$ cat config.mk
export PLATFORM = sky130hd
export DESIGN_NAME = mem_shim_top
export DESIGN_NICKNAME = d
export VERILOG_FILES = /design/src/common/mem_shim_pkg.sv /design/src/buffer/req_fifo.sv /design/src/buffer/afu_req_buffer.sv /design/src/design/region_xlate_shim.sv /design/src/design/mem_shim_top.sv
export SDC_FILE = /design/constraint.sdc
export NUM_CORES = 2
export LEC_CHECK = 0
export ABC_CLOCK_PERIOD_IN_PS = 29400
export BUFFER_PORTS_ARGS = -buffer_cell sky130_fd_sc_hd__buf_2
export CAP_MARGIN = 10
export CELL_PAD_IN_SITES_DETAIL_PLACEMENT = 0
export CELL_PAD_IN_SITES_GLOBAL_PLACEMENT = 1
export CORE_MARGIN = 2
export CORE_UTILIZATION = 46
export DETAILED_ROUTE_END_ITERATION = 8
export PLACE_DENSITY = 0.78
export SYNTH_ARGS = -nofsm -noshare
export SYNTH_HDL_FRONTEND = slang
export SYNTH_SLANG_ARGS = --single-unit
export TNS_END_PERCENT = 100
$ cat constraint.sdc
create_clock -name clk -period 29.4 [get_ports clk]
set_input_delay 5.88 -clock clk [delete_from_list [all_inputs] [get_ports clk]]
set_output_delay 5.88 -clock clk [all_outputs]
set_load 0.05 [all_outputs]
$ cat src/common/mem_shim_pkg.sv
// Memory request shim shared types

package mem_shim_pkg;

    // ========================================================
    // Sizing
    // ========================================================

    // Almost-full asserts when this many free slots or fewer remain
    localparam int alm_full_threshold = 4;

    // Two extra slots absorb requests still in flight after almost-full
    localparam int fifo_entries = alm_full_threshold + 2;

    // AFU line addresses are virtual and FIU line addresses are physical
    localparam int vaddr_bits  = 32;
    localparam int region_bits = 4;
    localparam int paddr_bits  = 44;

    // A region base supplies the physical bits above the region offset
    localparam int preg_bits = 16;

    localparam int mdata_bits = 16;
    localparam int data_bits  = 64;

    // ========================================================
    // AFU side requests
    // ========================================================

    // Read header on channel 0
    typedef struct packed {
        logic [vaddr_bits-1:0] addr;
        logic [mdata_bits-1:0] mdata;
    } t_c0_req;

    typedef struct packed {
        logic    valid;
        t_c0_req hdr;
    } t_c0_tx;

    // Channel 1 header views, mdata sits in the low bits of both
    typedef struct packed {
        logic [vaddr_bits-1:0] addr;
        logic [mdata_bits-1:0] mdata;
    } t_c1_wr_hdr;

    typedef struct packed {
        logic [15:0]            vector;
        logic [vaddr_bits-17:0] pad;
        logic [mdata_bits-1:0]  mdata;
    } t_c1_intr_hdr;

    // One header word, decoded as a write or as an interrupt
    typedef union packed {
        t_c1_wr_hdr   wr;
        t_c1_intr_hdr intr;
    } t_c1_body;

    typedef struct packed {
        logic                 is_intr;
        t_c1_body             body;
        logic [data_bits-1:0] data;
    } t_c1_req;

    typedef struct packed {
        logic    valid;
        t_c1_req req;
    } t_c1_tx;

    // ========================================================
    // FIU side requests
    // ========================================================

    typedef struct packed {
        logic                  valid;
        logic [paddr_bits-1:0] addr;
        logic [mdata_bits-1:0] mdata;
    } t_fiu_c0_tx;

    typedef struct packed {
        logic [paddr_bits-1:0] addr;
        logic [mdata_bits-1:0] mdata;
    } t_fiu_c1_wr_hdr;

    typedef struct packed {
        logic [15:0]            vector;
        logic [paddr_bits-17:0] pad;
        logic [mdata_bits-1:0]  mdata;
    } t_fiu_c1_intr_hdr;

    typedef union packed {
        t_fiu_c1_wr_hdr   wr;
        t_fiu_c1_intr_hdr intr;
    } t_fiu_c1_body;

    typedef struct packed {
        logic                 valid;
        logic                 is_intr;
        t_fiu_c1_body         body;
        logic [data_bits-1:0] data;
    } t_fiu_c1_tx;

    // ========================================================
    // Responses and configuration
    // ========================================================

    typedef struct packed {
        logic                  valid;
        logic [mdata_bits-1:0] mdata;
        logic [data_bits-1:0]  data;
    } t_c0_rx;

    typedef struct packed {
        logic                  valid;
        logic [mdata_bits-1:0] mdata;
    } t_c1_rx;

    // A strobe writes one region base of the translation table
    typedef struct packed {
        logic                   strobe;
        logic [region_bits-1:0] region;
        logic [preg_bits-1:0]   base;
    } t_xlate_cfg;

endpackage

$ cat src/buffer/req_fifo.sv
// Request FIFO with almost-full
`timescale 1ns/10ps

module req_fifo
#(
    parameter int n_data_bits = 32
)
(
    input  logic                   clk,
    input  logic                   rst,

    input  logic [n_data_bits-1:0] enq_data,
    input  logic                   enq_en,

    output logic [n_data_bits-1:0] first,
    input  logic                   deq_en,
    output logic                   not_empty,
    output logic                   alm_full
);

    // Circular storage indexed by the read and write pointers
    logic [n_data_bits-1:0] mem [mem_shim_pkg::fifo_entries];

    logic [$clog2(mem_shim_pkg::fifo_entries)-1:0]   wr_ptr;
    logic [$clog2(mem_shim_pkg::fifo_entries)-1:0]   rd_ptr;
    logic [$clog2(mem_shim_pkg::fifo_entries+1)-1:0] count;
    logic [$clog2(mem_shim_pkg::fifo_entries+1)-1:0] count_next;
    logic                                            do_deq;

    // Pointers wrap at the depth, which need not be a power of two
    function automatic logic [$clog2(mem_shim_pkg::fifo_entries)-1:0] ptr_inc(
        input logic [$clog2(mem_shim_pkg::fifo_entries)-1:0] ptr
    );
        if (ptr == mem_shim_pkg::fifo_entries - 1)
        begin
            return '0;
        end
        return ptr + 1'b1;
    endfunction

    // The oldest entry is always visible at the head
    assign first     = mem[rd_ptr];
    assign not_empty = (count != '0);

    // A dequeue of an empty FIFO is ignored
    assign do_deq = deq_en && not_empty;

    always_comb
    begin
        count_next = count;
        if (enq_en && !do_deq)
        begin
            count_next = count + 1'b1;
        end
        else if (!enq_en && do_deq)
        begin
            count_next = count - 1'b1;
        end
    end

    always_ff @(posedge clk)
    begin
        if (enq_en)
        begin
            mem[wr_ptr] <= enq_data;
        end
    end

    // Almost-full is computed from the next occupancy so it is registered
    // yet still current in the cycle after the update
    always_ff @(posedge clk)
    begin
        if (rst)
        begin
            wr_ptr   <= '0;
            rd_ptr   <= '0;
            count    <= '0;
            alm_full <= 1'b0;
        end
        else
        begin
            if (enq_en)
            begin
                wr_ptr <= ptr_inc(wr_ptr);
            end
            if (do_deq)
            begin
                rd_ptr <= ptr_inc(rd_ptr);
            end
            count    <= count_next;
            alm_full <= (mem_shim_pkg::fifo_entries - count_next) <=
                        mem_shim_pkg::alm_full_threshold;
        end
    end

endmodule

$ cat src/buffer/afu_req_buffer.sv
// AFU side request buffer
`timescale 1ns/10ps

module afu_req_buffer
#(
    // Nonzero lets a channel 0 request skip the empty FIFO when it is
    // consumed in the cycle it arrives
    parameter bit enable_c0_bypass = 1'b0
)
(
    input  logic                 clk,
    input  logic                 rst,

    // Raw requests from the AFU
    input  mem_shim_pkg::t_c0_tx afu_c0,
    input  mem_shim_pkg::t_c1_tx afu_c1,
    output logic                 c0_alm_full,
    output logic                 c1_alm_full,

    // Buffered heads, consumed only by an explicit dequeue
    output mem_shim_pkg::t_c0_tx buf_c0,
    output mem_shim_pkg::t_c1_tx buf_c1,
    input  logic                 deq_c0,
    input  logic                 deq_c1
);

    // ========================================================
    // Channel 0 read requests
    // ========================================================

    mem_shim_pkg::t_c0_req c0_first;
    logic                  c0_not_empty;
    logic                  c0_enq;
    logic                  c0_deq;

    generate
        if (enable_c0_bypass)
        begin : g_c0_bypass
            // The FIFO head has priority so order is kept
            // When the FIFO is empty the raw request is offered directly
            always_comb
            begin
                if (c0_not_empty)
                begin
                    buf_c0.valid = 1'b1;
                    buf_c0.hdr   = c0_first;
                end
                else
                begin
                    buf_c0 = afu_c0;
                end
            end

            // A new request is stored unless it left through the bypass
            assign c0_enq = afu_c0.valid && (c0_not_empty || !deq_c0);
            assign c0_deq = deq_c0 && c0_not_empty;
        end
        else
        begin : g_c0_no_bypass
            // Every request passes through the FIFO
            assign buf_c0.valid = c0_not_empty;
            assign buf_c0.hdr   = c0_first;
            assign c0_enq       = afu_c0.valid;
            assign c0_deq       = deq_c0;
        end
    endgenerate

    req_fifo
    #(
        .n_data_bits($bits(mem_shim_pkg::t_c0_req))
    )
    u_c0_fifo
    (
        .clk       (clk),
        .rst       (rst),
        .enq_data  (afu_c0.hdr),
        .enq_en    (c0_enq),
        .first     (c0_first),
        .deq_en    (c0_deq),
        .not_empty (c0_not_empty),
        .alm_full  (c0_alm_full)
    );

    // ========================================================
    // Channel 1 write and interrupt requests
    // ========================================================

    mem_shim_pkg::t_c1_req c1_first;
    logic                  c1_not_empty;

    // No bypass here, a mux on the line data costs too much
    // The head is only valid while the FIFO holds something
    assign buf_c1.valid = c1_not_empty;
    assign buf_c1.req   = c1_first;

    req_fifo
    #(
        .n_data_bits($bits(mem_shim_pkg::t_c1_req))
    )
    u_c1_fifo
    (
        .clk       (clk),
        .rst       (rst),
        .enq_data  (afu_c1.req),
        .enq_en    (afu_c1.valid),
        .first     (c1_first),
        .deq_en    (deq_c1),
        .not_empty (c1_not_empty),
        .alm_full  (c1_alm_full)
    );

endmodule

$ cat src/design/region_xlate_shim.sv
// Region address translation shim
`timescale 1ns/10ps

module region_xlate_shim
(
    input  logic                     clk,
    input  logic                     rst,

    // Table write port, one entry per strobe
    input  mem_shim_pkg::t_xlate_cfg cfg,

    // Heads of the request buffer
    input  mem_shim_pkg::t_c0_tx     buf_c0,
    input  mem_shim_pkg::t_c1_tx     buf_c1,
    output logic                     deq_c0,
    output logic                     deq_c1,

    // Requests toward the FIU
    input  logic                     fiu_c0_alm_full,
    input  logic                     fiu_c1_alm_full,
    output mem_shim_pkg::t_fiu_c0_tx fiu_c0,
    output mem_shim_pkg::t_fiu_c1_tx fiu_c1
);

    // ========================================================
    // Translation table
    // ========================================================

    // One physical base per region, indexed by the top address bits
    logic [mem_shim_pkg::preg_bits-1:0] region_base [2**mem_shim_pkg::region_bits];

    // Reset loads the identity map so every region has a mapping
    // A strobe lands at the clock edge, so a request issued in the same
    // cycle still sees the old base
    always_ff @(posedge clk)
    begin
        if (rst)
        begin
            for (int i = 0; i < 2**mem_shim_pkg::region_bits; i++)
            begin
                region_base[i] <= (mem_shim_pkg::preg_bits)'(i);
            end
        end
        else if (cfg.strobe)
        begin
            region_base[cfg.region] <= cfg.base;
        end
    end

    // Physical address is the region base followed by the region offset
    function automatic logic [mem_shim_pkg::paddr_bits-1:0] xlate(
        input logic [mem_shim_pkg::vaddr_bits-1:0] vaddr
    );
        return {region_base[vaddr[mem_shim_pkg::vaddr_bits-1 -: mem_shim_pkg::region_bits]],
                vaddr[mem_shim_pkg::vaddr_bits-mem_shim_pkg::region_bits-1:0]};
    endfunction

    // ========================================================
    // Dequeue control
    // ========================================================

    // A head moves on only if the FIU can take another request
    assign deq_c0 = buf_c0.valid && !fiu_c0_alm_full;
    assign deq_c1 = buf_c1.valid && !fiu_c1_alm_full;

    // ========================================================
    // Channel 1 header decode
    // ========================================================

    mem_shim_pkg::t_fiu_c1_body c1_body_xl;

    // The is_intr bit selects which view of the header word applies
    always_comb
    begin
        c1_body_xl = '0;
        if (buf_c1.req.is_intr)
        begin
            // Interrupts carry no address, vector and tag pass through
            c1_body_xl.intr.vector = buf_c1.req.body.intr.vector;
            c1_body_xl.intr.mdata  = buf_c1.req.body.intr.mdata;
        end
        else
        begin
            c1_body_xl.wr.addr  = xlate(buf_c1.req.body.wr.addr);
            c1_body_xl.wr.mdata = buf_c1.req.body.wr.mdata;
        end
    end

    // ========================================================
    // FIU issue registers
    // ========================================================

    // Payload loads on a dequeue and the valid bits follow the dequeues
    always_ff @(posedge clk)
    begin
        if (deq_c0)
        begin
            fiu_c0.addr  <= xlate(buf_c0.hdr.addr);
            fiu_c0.mdata <= buf_c0.hdr.mdata;
        end
        if (deq_c1)
        begin
            fiu_c1.is_intr <= buf_c1.req.is_intr;
            fiu_c1.body    <= c1_body_xl;
            fiu_c1.data    <= buf_c1.req.data;
        end

        if (rst)
        begin
            fiu_c0.valid <= 1'b0;
            fiu_c1.valid <= 1'b0;
        end
        else
        begin
            fiu_c0.valid <= deq_c0;
            fiu_c1.valid <= deq_c1;
        end
    end

endmodule

$ cat src/design/mem_shim_top.sv
// Memory request shim top level
`timescale 1ns/10ps

module mem_shim_top
(
    input  logic                     clk,
    input  logic                     rst,

    // Translation table configuration
    input  mem_shim_pkg::t_xlate_cfg cfg,

    // AFU facing requests and responses
    input  mem_shim_pkg::t_c0_tx     afu_c0,
    input  mem_shim_pkg::t_c1_tx     afu_c1,
    output logic                     c0_alm_full,
    output logic                     c1_alm_full,
    output mem_shim_pkg::t_c0_rx     afu_c0_rx,
    output mem_shim_pkg::t_c1_rx     afu_c1_rx,

    // FIU facing requests and responses
    output mem_shim_pkg::t_fiu_c0_tx fiu_c0,
    output mem_shim_pkg::t_fiu_c1_tx fiu_c1,
    input  logic                     fiu_c0_alm_full,
    input  logic                     fiu_c1_alm_full,
    input  mem_shim_pkg::t_c0_rx     fiu_c0_rx,
    input  mem_shim_pkg::t_c1_rx     fiu_c1_rx
);

    mem_shim_pkg::t_c0_tx buf_c0;
    mem_shim_pkg::t_c1_tx buf_c1;
    logic                 deq_c0;
    logic                 deq_c1;

    // Responses have no back-pressure and go straight to the AFU
    assign afu_c0_rx = fiu_c0_rx;
    assign afu_c1_rx = fiu_c1_rx;

    // Bypass keeps the read path at one cycle when idle
    afu_req_buffer
    #(
        .enable_c0_bypass(1'b1)
    )
    u_buffer
    (
        .clk         (clk),
        .rst         (rst),
        .afu_c0      (afu_c0),
        .afu_c1      (afu_c1),
        .c0_alm_full (c0_alm_full),
        .c1_alm_full (c1_alm_full),
        .buf_c0      (buf_c0),
        .buf_c1      (buf_c1),
        .deq_c0      (deq_c0),
        .deq_c1      (deq_c1)
    );

    region_xlate_shim u_xlate
    (
        .clk             (clk),
        .rst             (rst),
        .cfg             (cfg),
        .buf_c0          (buf_c0),
        .buf_c1          (buf_c1),
        .deq_c0          (deq_c0),
        .deq_c1          (deq_c1),
        .fiu_c0_alm_full (fiu_c0_alm_full),
        .fiu_c1_alm_full (fiu_c1_alm_full),
        .fiu_c0          (fiu_c0),
        .fiu_c1          (fiu_c1)
    );

endmodule

Yosys cells after proc, flatten, opt, wreduce, memory -nomap -nowiden. Memories as Yosys holds them, arrays and structs flattened. A register that Yosys moved wholly into a read port is not among the register bits. Cells that the tools add are included.

Logic and storage cells: 98. Bits in read-only memories: 0. Latch bits: 0. Memories kept: 3. Flip-flop bits (word level): 207. Memory bits (writable): 1222.

Add/subtract/negate cells: 10. Bitwise gates (word level): 0. Order comparisons: 2. Divide/modulo/power cells: 0. Reductions and logical operators: 21. Multipliers: 0. Shift-type cells: 0. Multiplexer cells: 42. Equality and inequality tests: 4.

Memories: u_buffer.u_c1_fifo.mem (words 6, width 113, read ports 1, clocked after memory_dff 1, wr ports 1, RTL line req_fifo.sv:22) `logic [n_data_bits-1:0] mem [mem_shim_pkg::fifo_entries];`; u_buffer.u_c0_fifo.mem (words 6, width 48, read ports 1, clocked after memory_dff 1, wr ports 1, RTL line req_fifo.sv:22); u_xlate.region_base (words 16, width 16, read ports 2, clocked after memory_dff 1, wr ports 16, RTL line region_xlate_shim.sv:30) `logic [mem_shim_pkg::preg_bits-1:0] region_base [2**mem_shim_pkg::region_bits];`.

Operators by type and width (number): $le A32 B3 Y1 const B (2); $mux W49 (1); $mux W3 (16); $mux W16 (2); $mux W1 (22); $add A3 B1 Y3 const B (6); $reduce_or A16 Y1 (1); $eq A3 B3 Y1 const B (4); $logic_and A1 B1 Y1 (10); $sub A3 B3 Y4 const A (2); $logic_not A1 Y1 (7); $reduce_bool A3 Y1 (2); $sub A3 B1 Y3 const B (2); $mux W4 (1); $logic_or A1 B1 Y1 (1).

Longest topological paths before layout.
Depth after elaboration: 12. Mapped depth: 13. Gate-level depth less buffers: 9.

Hierarchy. A second synthesis with hierarchy kept.

Cells, all modules: 3069. Area, all modules: 58558.7 µm².

By module, submodules not included: req_fifo (u_buffer.u_c1_fifo) (area an instance 26041.2 µm², instances 1, cells an instance 1264); region_xlate_shim (area an instance 19507.5 µm², instances 1, cells an instance 1070); req_fifo (u_buffer.u_c0_fifo) (area an instance 11419.7 µm², instances 1, cells an instance 578); afu_req_buffer (area an instance 854.6 µm², instances 1, cells an instance 59); mem_shim_top (area an instance 735.7 µm², instances 1, cells an instance 98).

Worst setup path after synthesis. Ideal clock, no wire load.

Kind: input port to flip-flop. From: in afu_c1[113] (netlist bit). To: mem u_buffer.u_c1_fifo.mem[3][0] (netlist bit), enable pin. Slack: 14.106 ns. Data required time: 28.650 ns. Path buffers: 1. Arrival: 14.544 ns. Stages: 3. Cell sequence: clkbuf_1 -> nand2_1 -> nor3b_1.

Word-level cells in the longest chain between the ends: 2.

RTL lines: start, declared (RTL line mem_shim_top.sv:14) `input mem_shim_pkg::t_c1_tx afu_c1,`; $mux W1 (RTL line req_fifo.sv:63) `if (enq_en)`; $mux W1 (implied by the code) (RTL line req_fifo.sv:65) `mem[wr_ptr] <= enq_data;`; end, declared (RTL line req_fifo.sv:22).

No other way between the ends.

Final worst setup path.
From: in fiu_c0_rx[53] (netlist bit). To: out afu_c0_rx[53] (netlist bit).

RTL lines: start, declared (RTL line mem_shim_top.sv:25) `input mem_shim_pkg::t_c0_rx fiu_c0_rx,`; end, declared (RTL line mem_shim_top.sv:17) `output mem_shim_pkg::t_c0_rx afu_c0_rx,`.

No word-level cell between the ends.

==> metrics.cfg <==
[run_status]
status = finished, final reports clean

[worst_setup_path]
cp-end-kind = output port
path_max_fanout = 1
worstSetupStartpoint = fiu_c0_rx[53]
crit_end = afu_c0_rx[53]
r2r-end = u_xlate.fiu_c1[113]
cp.required_ns = 23.52
worstSetupPathType = input pin to output port
r2r_slack_ns = 24.61
crit_arrival_ns = 5.88
cp-start-kind = input pin
cp.depth = 0
reg2regPathDepth = 10

[placement]
hpwl_um = 82200
port_buffers = 376
gp_congestion = 0.821

[global_routing]
grt_use_met1 = 0.295
use_met2 = 0.350
antenna_found_initial = 32
grt_pass1_vias = 31835
use_met3 = 0.0499
overflow = 0
grt_max_degree = 129
top_usage_layer = met2
track_usage = 0.219
grt_pass1_wl_um = 211000

[min_path]
hold_depth = 2
min_path_type = flop to flop

[pwr]
p_per_area_nw_per_um2 = 85.3
ir_worst_vdd_v = 0.0000678
pwr-share-clk = 0.338
intPower_w = 0.00394
p_seq_frac = 0.441
netSwitchingFraction = 0.305
pwr-share-comb = 0.221
p_leak_nw = 22.6
power.switching_w = 0.00173

[timing]
worst_pin_slew_ns = 1.13
setup_viol = 0
min_period_ns = 11.76
slew_headroom = 0.242
max_freq_mhz = 85.0
hold_viol = 0
fin_tns_setup_ns = 0
finalClockSkew_ns = 0.0480
slew_violations = 0
min_period_over_period = 0.400
rsz0062_at_grt = false

[drt]
ant_nets = 0
wl_per_cell_um = 25.7
dr.pass1.iters = 6
routed_wl_um = 144000
num_vias = 31930
initialDrtViolationCount = 2841
drc = 0
routed_via_density = 5.69

[floorplanning]
core-area_um2 = 126000
die_h_um = 361
die-area_um2 = 130000
start_util = 0.464
row_count = 130
die_w_um = 361
boundaryPins = 573

[logic_synthesis]
syn_area_um2 = 58500
syn_nets = 3836
yosysWarnings = 0
ys_seq_elements = 1435
synthArstFlopShare = 0
syn_inst = 3544
syn_avg_cell_area_um2 = 16.5
synth.yosys.seq_area_share = 0.732
ys_types = 61
ys.flop_type = edfxtp_1
synth_edf_count = 1407

[final_layout]
drive_above_1_share = 0.229
layout_commonest_cell = edfxtp_1
layout_common_cells = edfxtp_1, buf_2, mux2i_1
fin_util = 0.528
nNetsFinal = 4113
area_growth_pct = 13.6
fill_cells = 10035

[cts]
clk_latency_ns = 0.80
cts_buffers = 150
post_cts_resize_count = 0
cts_tree = done
cts.sinks = 1435
cts_root_buffer = clkbuf_16
clkTransAtPathRegs_ns = 0.06
cts_htree_levels = 4
postCtsSetupRepairBufs = 0
cts_max_path_buffers = 3
cts_hold_buf = 0

[job]
maxCapViolations = 0

[layer usage]
layer	vias to the layer above	routed length (µm)
met3	317	11000
met5	-	135
met1	16217	58900
met4	20	4590
met2	1237	69400
li1	14139	-
[registers in the layout, indices dropped and copies added, names as in the netlist, named ones only]
register and flops:
u_buffer.u_c0_fifo.rd_ptr 3, u_buffer.u_c1_fifo.rd_ptr 3, u_buffer.u_c0_fifo.alm_full 1, u_buffer.u_c0_fifo.wr_ptr 3
u_buffer.u_c1_fifo.wr_ptr 3, u_xlate.fiu_c1 126, u_buffer.u_c0_fifo.mem 288, u_xlate.fiu_c0 61
u_buffer.u_c1_fifo.mem 678, u_buffer.u_c1_fifo.count 3, u_buffer.u_c1_fifo.alm_full 1, u_buffer.u_c0_fifo.count 3
u_xlate.region_base 256
[synthesized netlist by cell type (all sizes together) (43+ instances only)]
master  number  area (µm²)
nand2      304        1200
a21oi      120         601
o21ai       94         470
nand3       43         215
clkbuf     123         462
mux4       157        3540
o22ai       65         407
buf        196        1320
edfxtp    1407       42300
and2       226        1410
nor2       168         648
mux2i      309        3110
[worst min-delay path by stage]
stage	slack [ns]	startpoint	to
finish	0.48	u_buffer.u_c0_fifo.wr_ptr[0]	u_buffer.u_c0_fifo.wr_ptr[0]
global route	0.50	u_buffer.u_c1_fifo.wr_ptr[0]	u_buffer.u_c1_fifo.wr_ptr[0]
CTS	0.48	u_buffer.u_c0_fifo.wr_ptr[0]	u_buffer.u_c0_fifo.wr_ptr[0]
detailed placement	0.47	u_buffer.u_c0_fifo.wr_ptr[0]	u_buffer.u_c0_fifo.wr_ptr[0]
global placement	0.45	u_buffer.u_c0_fifo.wr_ptr[0]	u_buffer.u_c0_fifo.wr_ptr[0]
floorplan	0.44	u_buffer.u_c0_fifo.wr_ptr[0]	u_buffer.u_c0_fifo.wr_ptr[0]
[through the flow]
stage	instances	area [µm²]	hold slack [ns]	worst slack (ns)	total power, W
finish	5609	66400	0.481	17.64	0.00567
CTS	5597	66400	0.480	17.64	0.00572
global route	5607	66400	0.503	17.64	0.00587
global placement	5319	61400	0.454	17.64	0.00379
detailed placement	5319	61400	0.467	17.64	0.00380
floorplan	3544	58500	0.445	14.11	0.00349
[cell families (layout without fill, tap and decap cells)]
logic type,count (synthesis),in the layout,synth area share
muxes,476,476,0.116
buffers and inverters,325,728,0.0308
adders and majority gates,6,6,0.00128
xor gates and xnor gates,6,6,0.000899
and+or+nand+nor,877,877,0.0743
DFF,1435,1435,0.732
AOI/OAI and AO/OA,419,419,0.0448
other,0,12,0
[area by class of cell]
| cell class | count | area (µm²) | area share |
|---|---|---|---|
| diodes | 12 | 30.0 | 0.000452 |
| clock buffers | 174 | 3860 | 0.0582 |
| clock inverters | 104 | 1160 | 0.0175 |
| inverters | 6 | 22.5 | 0.000339 |
| multi-input cells | 1784 | 14000 | 0.211 |
| flip-flops and latches | 1435 | 42800 | 0.645 |
| well taps | 1650 | 2060 | 0.0311 |
| repair buffers | 444 | 2440 | 0.0368 |
[power groups by stage]
stage | Combinational (W) | Sequential [W] | Clock, W
finish | 0.00125 | 0.00250 | 0.00192
detailed placement | 0.00125 | 0.00254 | 0
global placement | 0.00124 | 0.00254 | 0
CTS | 0.00126 | 0.00250 | 0.00195
floorplan | 0.000707 | 0.00278 | 0
global route | 0.00133 | 0.00251 | 0.00203
[worst register-to-register path, cell delays in order, from the launching register on]
cell	delay, ns
dfxtp_4	0.49
buf_4	0.61
nor2b_1	0.43
a22oi_2	0.10
buf_4	0.29
and2_1	0.52
buf_4	0.42
nor2_2	0.87
a32oi_1	0.19
and3_1	0.23
a221o_1	0.37
No activity file was read; power rests on OpenSTA's default activity.
